## src/csidhPkg.sv

```systemverilog
`default_nettype none

package csidhPkg;

	localparam int PRIME_COUNT_MAX = 74;

	typedef logic [11:0] primeT;

	// bit 3 is the direction, bits 2..0 the magnitude
	typedef logic [3:0] exponentT;

	typedef logic [2:0] stepCountT;

	typedef logic [PRIME_COUNT_MAX-1:0] primeMaskT;

	// ----------------------------------------------------------
	// small odd primes, ascending
	// ----------------------------------------------------------
	localparam primeT primeTable [0:PRIME_COUNT_MAX-1] = '{
		12'd3,   12'd5,   12'd7,   12'd11,  12'd13,  12'd17,  12'd19,  12'd23,
		12'd29,  12'd31,  12'd37,  12'd41,  12'd43,  12'd47,  12'd53,  12'd59,
		12'd61,  12'd67,  12'd71,  12'd73,  12'd79,  12'd83,  12'd89,  12'd97,
		12'd101, 12'd103, 12'd107, 12'd109, 12'd113, 12'd127, 12'd131, 12'd137,
		12'd139, 12'd149, 12'd151, 12'd157, 12'd163, 12'd167, 12'd173, 12'd179,
		12'd181, 12'd191, 12'd193, 12'd197, 12'd199, 12'd211, 12'd223, 12'd227,
		12'd229, 12'd233, 12'd239, 12'd241, 12'd251, 12'd257, 12'd263, 12'd269,
		12'd271, 12'd277, 12'd281, 12'd283, 12'd293, 12'd307, 12'd311, 12'd313,
		12'd317, 12'd331, 12'd337, 12'd347, 12'd349, 12'd353, 12'd359, 12'd367,
		12'd373, 12'd587
	};

	// one scheduled batch as presented to the isogeny side
	typedef struct packed {
		primeMaskT batchMask;
		primeMaskT dummyMask;
		logic direction;
	} batchInfoT;

endpackage

`default_nettype wire

```

## src/exponentBank.sv

```systemverilog
`timescale 1ns/100ps
`default_nettype none

module exponentBank import csidhPkg::*; #(
	parameter int NUM_PRIMES = 74,
	parameter int MAX_STEPS = 5
) (
	input logic clk,
	input logic rst,
	input logic load,
	input logic [4*NUM_PRIMES-1:0] privateKey,
	input logic commit,
	input primeMaskT commitMask,
	output exponentT [NUM_PRIMES-1:0] exponents,
	output stepCountT [NUM_PRIMES-1:0] steps
);

	// ----------------------------------------------------------
	// step counters
	// ----------------------------------------------------------
	always_ff @(posedge clk) begin
		if (rst) begin
			steps <= '0;
		end else if (load) begin
			for (int i = 0; i < NUM_PRIMES; i++) begin
				steps[i] <= stepCountT'(MAX_STEPS);
			end
		end else if (commit) begin
			for (int i = 0; i < NUM_PRIMES; i++) begin
				if (commitMask[i]) begin
					steps[i] <= steps[i] - 1'b1;
				end
			end
		end
	end

	// ----------------------------------------------------------
	// exponents
	// ----------------------------------------------------------
	always_ff @(posedge clk) begin
		if (load) begin
			// prime 0 sits in the top nibble of the key
			for (int i = 0; i < NUM_PRIMES; i++) begin
				exponents[i] <= privateKey[4*(NUM_PRIMES-1-i) +: 4];
			end
		end else if (commit) begin
			for (int i = 0; i < NUM_PRIMES; i++) begin
				// direction bit is left alone, magnitude saturates at 0
				if (commitMask[i] && (exponents[i][2:0] != 3'd0)) begin
					exponents[i][2:0] <= exponents[i][2:0] - 1'b1;
				end
			end
		end
	end

endmodule

`default_nettype wire

```

## src/batchSelector.sv

```systemverilog
`timescale 1ns/100ps
`default_nettype none

module batchSelector import csidhPkg::*; #(
	parameter int NUM_PRIMES = 74,
	parameter int BATCH_MAX = 16
) (
	input logic clk,
	input logic rst,
	input logic selReq,
	input logic direction,
	input exponentT [NUM_PRIMES-1:0] exponents,
	input stepCountT [NUM_PRIMES-1:0] steps,
	output logic selDone,
	output logic found,
	output batchInfoT selBatch
);

	localparam int IW = $clog2(NUM_PRIMES + 1);
	localparam int TW = $clog2(BATCH_MAX + 1);

	typedef enum logic [1:0] {SEL_IDLE, SEL_SCAN, SEL_WAIT} selStateT;

	selStateT state;
	logic [IW-1:0] idx;
	logic [TW-1:0] taken;
	logic qualify;
	logic lastPrime;
	logic lastSlot;

	// direction is taken from the latched copy in the batch
	assign qualify = (exponents[idx][3] == selBatch.direction) && (steps[idx] != '0);
	assign lastPrime = (idx == IW'(NUM_PRIMES - 1));
	assign lastSlot = (taken == TW'(BATCH_MAX - 1));

	always_ff @(posedge clk) begin
		if (rst) begin
			state <= SEL_IDLE;
			selDone <= 1'b0;
		end else begin
			selDone <= 1'b0;
			case (state)
				SEL_IDLE: begin
					if (selReq) begin
						idx <= '0;
						taken <= '0;
						selBatch <= '{batchMask: '0, dummyMask: '0, direction: direction};
						state <= SEL_SCAN;
					end
				end
				SEL_SCAN: begin
					if (qualify) begin
						selBatch.batchMask[idx] <= 1'b1;
						selBatch.dummyMask[idx] <= (exponents[idx][2:0] == 3'd0);
						taken <= taken + 1'b1;
					end
					if (lastPrime || (qualify && lastSlot)) begin
						selDone <= 1'b1;
						found <= qualify || (taken != '0);
						state <= SEL_WAIT;
					end else begin
						idx <= idx + 1'b1;
					end
				end
				SEL_WAIT: begin
					if (!selReq) begin
						state <= SEL_IDLE;
					end
				end
				default: state <= SEL_IDLE;
			endcase
		end
	end

endmodule

`default_nettype wire

```

## src/cofactorMultiplier.sv

```systemverilog
`timescale 1ns/100ps
`default_nettype none

module cofactorMultiplier import csidhPkg::*; #(
	parameter int unsigned N = 24,
	parameter logic [N-1:0] MODULUS = 1000003
) (
	input logic clk,
	input logic rst,
	input logic mulReq,
	input logic [N-1:0] a,
	input primeT prime,
	output logic mulDone,
	output logic [N-1:0] product
);

	localparam int PW = $bits(primeT);
	localparam int BW = $clog2(PW);
	localparam logic [N:0] MOD_EXT = {1'b0, MODULUS};

	typedef enum logic [1:0] {MUL_IDLE, MUL_RUN, MUL_WAIT} mulStateT;

	mulStateT state;
	logic [BW-1:0] bitIdx;
	logic [N-1:0] aReg;
	primeT primeReg;
	logic [N:0] doubled;
	logic [N:0] doubledRed;
	logic [N:0] sum;
	logic [N:0] sumRed;

	// double then add, each followed by one conditional subtract
	always_comb begin
		doubled = {product, 1'b0};
		doubledRed = (doubled >= MOD_EXT) ? doubled - MOD_EXT : doubled;
		sum = doubledRed + {1'b0, aReg};
		sumRed = (sum >= MOD_EXT) ? sum - MOD_EXT : sum;
	end

	always_ff @(posedge clk) begin
		if (rst) begin
			state <= MUL_IDLE;
			mulDone <= 1'b0;
		end else begin
			mulDone <= 1'b0;
			case (state)
				MUL_IDLE: begin
					if (mulReq) begin
						aReg <= a;
						primeReg <= prime;
						product <= '0;
						bitIdx <= BW'(PW - 1);
						state <= MUL_RUN;
					end
				end
				MUL_RUN: begin
					product <= primeReg[bitIdx] ? sumRed[N-1:0] : doubledRed[N-1:0];
					if (bitIdx == '0) begin
						mulDone <= 1'b1;
						state <= MUL_WAIT;
					end else begin
						bitIdx <= bitIdx - 1'b1;
					end
				end
				MUL_WAIT: begin
					if (!mulReq) begin
						state <= MUL_IDLE;
					end
				end
				default: state <= MUL_IDLE;
			endcase
		end
	end

endmodule

`default_nettype wire

```

## src/scalarBuilder.sv

```systemverilog
`timescale 1ns/100ps
`default_nettype none

module scalarBuilder import csidhPkg::*; #(
	parameter int unsigned N = 24,
	parameter logic [N-1:0] MODULUS = 1000003,
	parameter int NUM_PRIMES = 74
) (
	input logic clk,
	input logic rst,
	input logic buildReq,
	input primeMaskT batchMask,
	output logic buildDone,
	output logic [N-1:0] scalar
);

	localparam int IW = $clog2(NUM_PRIMES + 1);

	typedef enum logic [1:0] {BLD_IDLE, BLD_WALK, BLD_MUL, BLD_WAIT} bldStateT;

	bldStateT state;
	logic [IW-1:0] idx;
	logic [N-1:0] acc;
	primeT mulPrime;
	logic mulReq;
	logic mulDone;
	logic [N-1:0] product;

	cofactorMultiplier #(
		.N(N),
		.MODULUS(MODULUS)
	) i_mul (
		.clk(clk),
		.rst(rst),
		.mulReq(mulReq),
		.a(acc),
		.prime(mulPrime),
		.mulDone(mulDone),
		.product(product)
	);

	assign scalar = acc;

	always_ff @(posedge clk) begin
		if (rst) begin
			state <= BLD_IDLE;
			buildDone <= 1'b0;
			mulReq <= 1'b0;
		end else begin
			buildDone <= 1'b0;
			case (state)
				BLD_IDLE: begin
					if (buildReq) begin
						// cofactor of the curve order starts at 4
						acc <= N'(4);
						idx <= '0;
						state <= BLD_WALK;
					end
				end
				BLD_WALK: begin
					if (idx == IW'(NUM_PRIMES)) begin
						buildDone <= 1'b1;
						state <= BLD_WAIT;
					end else if (batchMask[idx]) begin
						idx <= idx + 1'b1;
					end else begin
						mulPrime <= primeTable[idx];
						mulReq <= 1'b1;
						state <= BLD_MUL;
					end
				end
				BLD_MUL: begin
					if (mulDone) begin
						acc <= product;
						mulReq <= 1'b0;
						idx <= idx + 1'b1;
						state <= BLD_WALK;
					end
				end
				BLD_WAIT: begin
					if (!buildReq) begin
						state <= BLD_IDLE;
					end
				end
				default: state <= BLD_IDLE;
			endcase
		end
	end

endmodule

`default_nettype wire

```

## src/csidhBatchTop.sv

```systemverilog
`timescale 1ns/100ps
`default_nettype none

module csidhBatchTop import csidhPkg::*; #(
	parameter int unsigned N = 24,
	parameter logic [N-1:0] MODULUS = 1000003,
	parameter int NUM_PRIMES = 74,
	parameter int BATCH_MAX = 16,
	parameter int MAX_STEPS = 5
) (
	input logic clk,
	input logic rst,
	input logic start,
	input logic [4*NUM_PRIMES-1:0] privateKey,
	input logic batchAck,
	output logic batchValid,
	output batchInfoT batch,
	output logic [N-1:0] scalar,
	output logic busy,
	output logic done
);

	typedef enum logic [2:0] {
		ST_IDLE,
		ST_SELECT,
		ST_BUILD,
		ST_PRESENT,
		ST_COMMIT,
		ST_FINISHED
	} schedStateT;

	schedStateT state;
	logic direction;
	logic loadKey;
	logic commit;
	logic selReq;
	logic selDone;
	logic found;
	batchInfoT selBatch;
	logic buildReq;
	logic buildDone;
	logic [N-1:0] builtScalar;
	exponentT [NUM_PRIMES-1:0] exponents;
	stepCountT [NUM_PRIMES-1:0] steps;

	// key is captured on the accepting edge itself
	assign loadKey = start && !busy;

	exponentBank #(
		.NUM_PRIMES(NUM_PRIMES),
		.MAX_STEPS(MAX_STEPS)
	) i_bank (
		.clk(clk),
		.rst(rst),
		.load(loadKey),
		.privateKey(privateKey),
		.commit(commit),
		.commitMask(batch.batchMask),
		.exponents(exponents),
		.steps(steps)
	);

	batchSelector #(
		.NUM_PRIMES(NUM_PRIMES),
		.BATCH_MAX(BATCH_MAX)
	) i_sel (
		.clk(clk),
		.rst(rst),
		.selReq(selReq),
		.direction(direction),
		.exponents(exponents),
		.steps(steps),
		.selDone(selDone),
		.found(found),
		.selBatch(selBatch)
	);

	scalarBuilder #(
		.N(N),
		.MODULUS(MODULUS),
		.NUM_PRIMES(NUM_PRIMES)
	) i_build (
		.clk(clk),
		.rst(rst),
		.buildReq(buildReq),
		.batchMask(batch.batchMask),
		.buildDone(buildDone),
		.scalar(builtScalar)
	);

	// ----------------------------------------------------------
	// schedule FSM
	// ----------------------------------------------------------
	always_ff @(posedge clk) begin
		if (rst) begin
			state <= ST_IDLE;
			batchValid <= 1'b0;
			busy <= 1'b0;
			done <= 1'b0;
			direction <= 1'b0;
			selReq <= 1'b0;
			buildReq <= 1'b0;
			commit <= 1'b0;
		end else begin
			case (state)
				ST_IDLE, ST_FINISHED: begin
					if (loadKey) begin
						busy <= 1'b1;
						done <= 1'b0;
						direction <= 1'b0;
						state <= ST_SELECT;
					end
				end
				ST_SELECT: begin
					if (selDone) begin
						selReq <= 1'b0;
						if (found) begin
							batch <= selBatch;
							state <= ST_BUILD;
						end else if (!direction) begin
							// sticky, never goes back to 0 within a run
							direction <= 1'b1;
						end else begin
							done <= 1'b1;
							busy <= 1'b0;
							state <= ST_FINISHED;
						end
					end else begin
						selReq <= 1'b1;
					end
				end
				ST_BUILD: begin
					if (buildDone) begin
						buildReq <= 1'b0;
						scalar <= builtScalar;
						batchValid <= 1'b1;
						state <= ST_PRESENT;
					end else begin
						buildReq <= 1'b1;
					end
				end
				ST_PRESENT: begin
					if (batchAck) begin
						batchValid <= 1'b0;
						commit <= 1'b1;
						state <= ST_COMMIT;
					end
				end
				ST_COMMIT: begin
					commit <= 1'b0;
					state <= ST_SELECT;
				end
				default: state <= ST_IDLE;
			endcase
		end
	end

endmodule

`default_nettype wire

```

## config.mk

```make
export PLATFORM = sky130hd
export DESIGN_NAME = csidhBatchTop
export DESIGN_NICKNAME = d
export VERILOG_FILES = /design/src/csidhPkg.sv /design/src/exponentBank.sv /design/src/batchSelector.sv /design/src/cofactorMultiplier.sv /design/src/scalarBuilder.sv /design/src/csidhBatchTop.sv
export SDC_FILE = /design/constraint.sdc
export NUM_CORES = 2
export LEC_CHECK = 0
export BUFFER_PORTS_ARGS = -buffer_cell sky130_fd_sc_hd__clkbuf_2
export CORE_MARGIN = 8
export CORE_UTILIZATION = 52
export CTS_CLUSTER_SIZE = 30
export DETAILED_ROUTE_END_ITERATION = 8
export PLACE_DENSITY = 0.8
export SLEW_MARGIN = 25
export SYNTH_ARGS = -nofsm -noshare
export SYNTH_HDL_FRONTEND = slang
export SYNTH_SLANG_ARGS = --single-unit
```

## constraint.sdc

```tcl
create_clock -name clk -period 17.89 [get_ports clk]
set_input_delay 0.8945 -clock clk [delete_from_list [all_inputs] [get_ports clk]]
set_output_delay 0.8945 -clock clk [all_outputs]
set_load 0.01 [all_outputs]
```

==> qor.yml <==
die:
  dieArea_sq_mm: 0.103
  die_y_um: 322
  die_w_um: 322
  ioPinCount: 476
  rows: 112
  core_area_sq_mm: 0.0929
  start_util: 0.523
final_layout:
  final_nets: 5674
  area_growth_pct: 14.5
  post-route-util: 0.598
  drive_gt1_frac: 0.151
  fill_cells: 7405
clock_network:
  cts_root_buf: "clkbuf_16"
  ctsLongestPathBuffers: 3
  cts.sinks: 974
  cts-resized-gates: 0
  cts_setup_buffers: 0
  clk_pin_slew_ns: 0.06
  clkLatencyLatePin_ns: 0.71
  ctsHoldBuffers: 0
  cts_made_buffers: 104
  h-tree-depth: 3
  tritoncts: "built"
power:
  power.switching_mw: 2.57
  p_int_mw: 4.98
  comb_power_share: 0.287
  powerDensity_mw_per_mm2: 136
  p_clk_frac: 0.296
  vdd_drop_max_mv: 0.0883
  seqPwrFrac: 0.417
  p_leak_nw: 21.7
  p_sw_frac: 0.341
routing:
  routed_wl_um: 146000
  dr.pass1.iters: 7
  antenna_left: 0
  wl_per_cell_um: 22.7
  viasPerCell: 5.93
  vias: 38247
  drc: 0
  drtIter0Drc: 5225
worst_setup_path:
  critPathArrivalTime_ns: 7.52
  cp-startpoint: "i_build.i_mul.product[1]"
  end_kind: "flip-flop"
  cpMaxStageDelayCell: "o41ai_1"
  crit_chain: "o41ai_1 > nand3_1 > a31oi_1 > o31a_1 > inv_1 > a21oi_1 > ha_1 > a21oi_1 > a211oi_1 > nor4_4 > xor2_1 > nand4_1 > o21ai_1 > a211oi_2 > nor3_2 > buf_4 > mux2_2 > a21oi_1"
  cpMostUsedCell: "a21oi_1"
  critPathRequiredTime_ns: 18.40
  cp-start-kind: "flip-flop"
  cp_slowest_stage_delay_ns: 0.71
  path_class: "reg -> reg"
  cp_max_fo: 23
  worstReg2RegStart: "i_build.i_mul.product[1]"
placement:
  port_buffers: 475
  pre_cts_slack_ns: 11.12
  routabilityCongestion: 0.942
  dp_hpwl_um: 102000
global_route:
  grt_max_degree: 205
  antenna_found_initial: 5
  grt_usage: 0.271
  gr-total-overflow: 0
  grt_pass1_wl_um: 217000
  grt_pass1_vias: 37187
synthesis:
  netlist_area_sq_mm: 0.0486
  seq_area_frac_synth: 0.552
  synth_ff_type: "edfxtp_1"
  ys_warn_count: 0
  async_flop_share: 0
  synth_edf_count: 732
  yosysUniqueCellTypes: 86
  syn_nets: 5317
  syn_inst: 4742
  syn_area_per_cell_sq_um: 10.2
  synth_seq_cells: 974
sta:
  maxSlewHeadroom: 0.246
  slew_violations: 0
  min_period_ns: 7.00
  max_freq_mhz: 143
  hold_viol: 0
  clock_skew_ns: 0.0550
  fin_crit_sh: 0.392
  fin_ws_ns: 10.89
  tightest_slew_ns: 1.13
  setup_viol: 0
  rsz0062_at_grt: "false"
  tns_ns: 0
flow_run:
  maxCapViolations: 0
min_path:
  min-delay-start: "privateKey[11]"
  worstHoldPathType: "in -> reg"
run_status:
  status: "finished, final reports clean"
## synth_stat cells, types with 8 or more instances
cell type | number | area [sq um]
buf_1 | 22 | 82.6
dfxtp_1 | 242 | 4840
and3b_1 | 9 | 78.8
a22oi_1 | 14 | 105
o2111ai_1 | 15 | 131
or4_1 | 10 | 75.1
nand4_1 | 22 | 138
mux4_2 | 28 | 631
or2_2 | 8 | 50.1
a21oi_1 | 674 | 3370
nor4_1 | 15 | 93.8
or3_1 | 17 | 106
a221oi_1 | 15 | 131
mux2_2 | 14 | 158
buf_2 | 27 | 135
a211oi_1 | 31 | 233
a31oi_1 | 36 | 225
xor2_1 | 95 | 832
o21a_1 | 13 | 97.6
nor2b_1 | 15 | 93.8
nor3_1 | 86 | 430
and2_1 | 39 | 244
o21bai_1 | 8 | 60.1
o21ai_0 | 193 | 966
and3_1 | 15 | 93.8
clkbuf_1 | 232 | 871
nand2_1 | 276 | 1040
inv_1 | 411 | 1540
o211ai_1 | 21 | 158
o221ai_1 | 11 | 96.3
nor2_1 | 650 | 2440
a311oi_1 | 10 | 87.6
nand3_1 | 123 | 616
o22ai_1 | 18 | 113
mux2i_1 | 42 | 420
nand2b_1 | 22 | 138
xnor2_1 | 102 | 893
ha_1 | 274 | 3430
a21o_1 | 10 | 75.1
o31ai_1 | 41 | 308
edfxtp_1 | 732 | 22000
## final timing paths
| kind | end | slack, ns | cells past startpoint |
|---|---|---|---|
| max | i_build.i_mul.product[8] | 10.89 | 18 |
| min | i_bank.exponents[287] | 0.37 | 1 |
| max reg2reg | i_build.i_mul.product[8] | 10.89 | 18 |
| min reg2reg | i_build.i_mul.primeReg[3] | 0.41 | 0 |
## stage by stage
| stage | cells | power, mW | area [sq um] | hold WS (ns) |
|---|---|---|---|---|
| after floorplan | 4742 | 4.64 | 48600 | 0.400 |
| after global placement | 6246 | 5.21 | 52000 | 0.400 |
| after detailed placement | 6246 | 5.29 | 52000 | 0.405 |
| after CTS | 6442 | 7.52 | 55600 | 0.341 |
| after global routing | 6446 | 7.90 | 55600 | 0.352 |
| final | 6447 | 7.55 | 55600 | 0.368 |
## cells in the final DEF, fill, tap and decap left out, drive strengths merged, types with 14 or more instances in the layout
master   count
a31oi       36
a221oi      16
xnor2      102
nor2b       15
mux4        28
o31ai       41
nor4        17
nor2       650
inv        412
edfxtp     732
o21ai      194
mux2        14
nand2b      22
o211ai      21
nand4       22
mux2i       42
xor2        95
buf         60
and3        15
clkinv      40
a211oi      32
or3         17
nand3      123
clkbuf     622
nand2      276
dfxtp      242
ha         274
o22ai       18
and2        40
a22oi       14
nor3        87
o2111ai     15
a21oi      675
## flip-flops by register name, indices dropped and copies added (netlist names), 2 cells and up
register and flops:
i_build.mulPrime 9, i_build.i_mul.bitIdx 4, i_build.state 2, i_sel.selBatch 149
i_build.i_mul.primeReg 9, i_build.idx 7, i_build.i_mul.aReg 24, i_build.i_mul.state 2
batch 149, i_sel.state 2, i_bank.steps 222, scalar 24
i_sel.taken 5, i_bank.exponents 296, i_build.i_mul.product 24, i_sel.idx 7
i_build.scalar 24, state 3
## logic make-up (layout without fill, tap and decap cells)
| group | after synthesis | after routing | share of synthesized area |
|---|---|---|---|
| flops | 974 | 974 | 0.552 |
| fa+ha+maj | 275 | 275 | 0.0710 |
| simple gates | 1341 | 1341 | 0.123 |
| other cells | 0 | 4 | 0 |
| mux | 84 | 84 | 0.0249 |
| buf+inv | 700 | 1147 | 0.0550 |
| xor+xnor | 197 | 197 | 0.0355 |
| compound gates | 1171 | 1171 | 0.139 |
## power groups by stage
stage | clock network, mW | registers [mW] | logic [mW]
finish | 2.23 | 3.15 | 2.17
global route | 2.34 | 3.19 | 2.37
CTS | 2.25 | 3.15 | 2.12
global placement | 0 | 3.17 | 2.04
detailed placement | 0 | 3.19 | 2.10
floorplan | 0 | 3.11 | 1.53
## worst max-delay path, delay by kind of cell (launching register included)
kind / cells / cell delay (ns)
flip-flops: 1 / 0.45
adder cells (fa/ha/maj): 1 / 0.36
multiplexers: 1 / 0.37
AND/OR/NAND/NOR: 4 / 1.30
XOR/XNOR: 1 / 0.54
buffers and inverters: 2 / 0.67
AO/OA/AOI/OAI: 9 / 3.12
## layout make-up
cell class	instances	area, sq um	area share
clock inverter	48	539	0.00970
antenna	4	10.0	0.000180
multi-input combinational	3068	19200	0.346
sequential	974	26800	0.482
clock buffer	148	3020	0.0542
timing repair buffer	534	2850	0.0513
inverter	417	1570	0.0282
tap	1254	1570	0.0282
## routing by layer
layer | vias up | wire [um] | global-route usage
li1 | 17539 | - | -
met3 | 406 | 16500 | 0.0755
met5 | - | 13 | 0
met2 | 2042 | 68300 | 0.437
met4 | 2 | 7230 | 0.124
met1 | 18258 | 54500 | 0.339
Power figures use the tool's default switching activity.
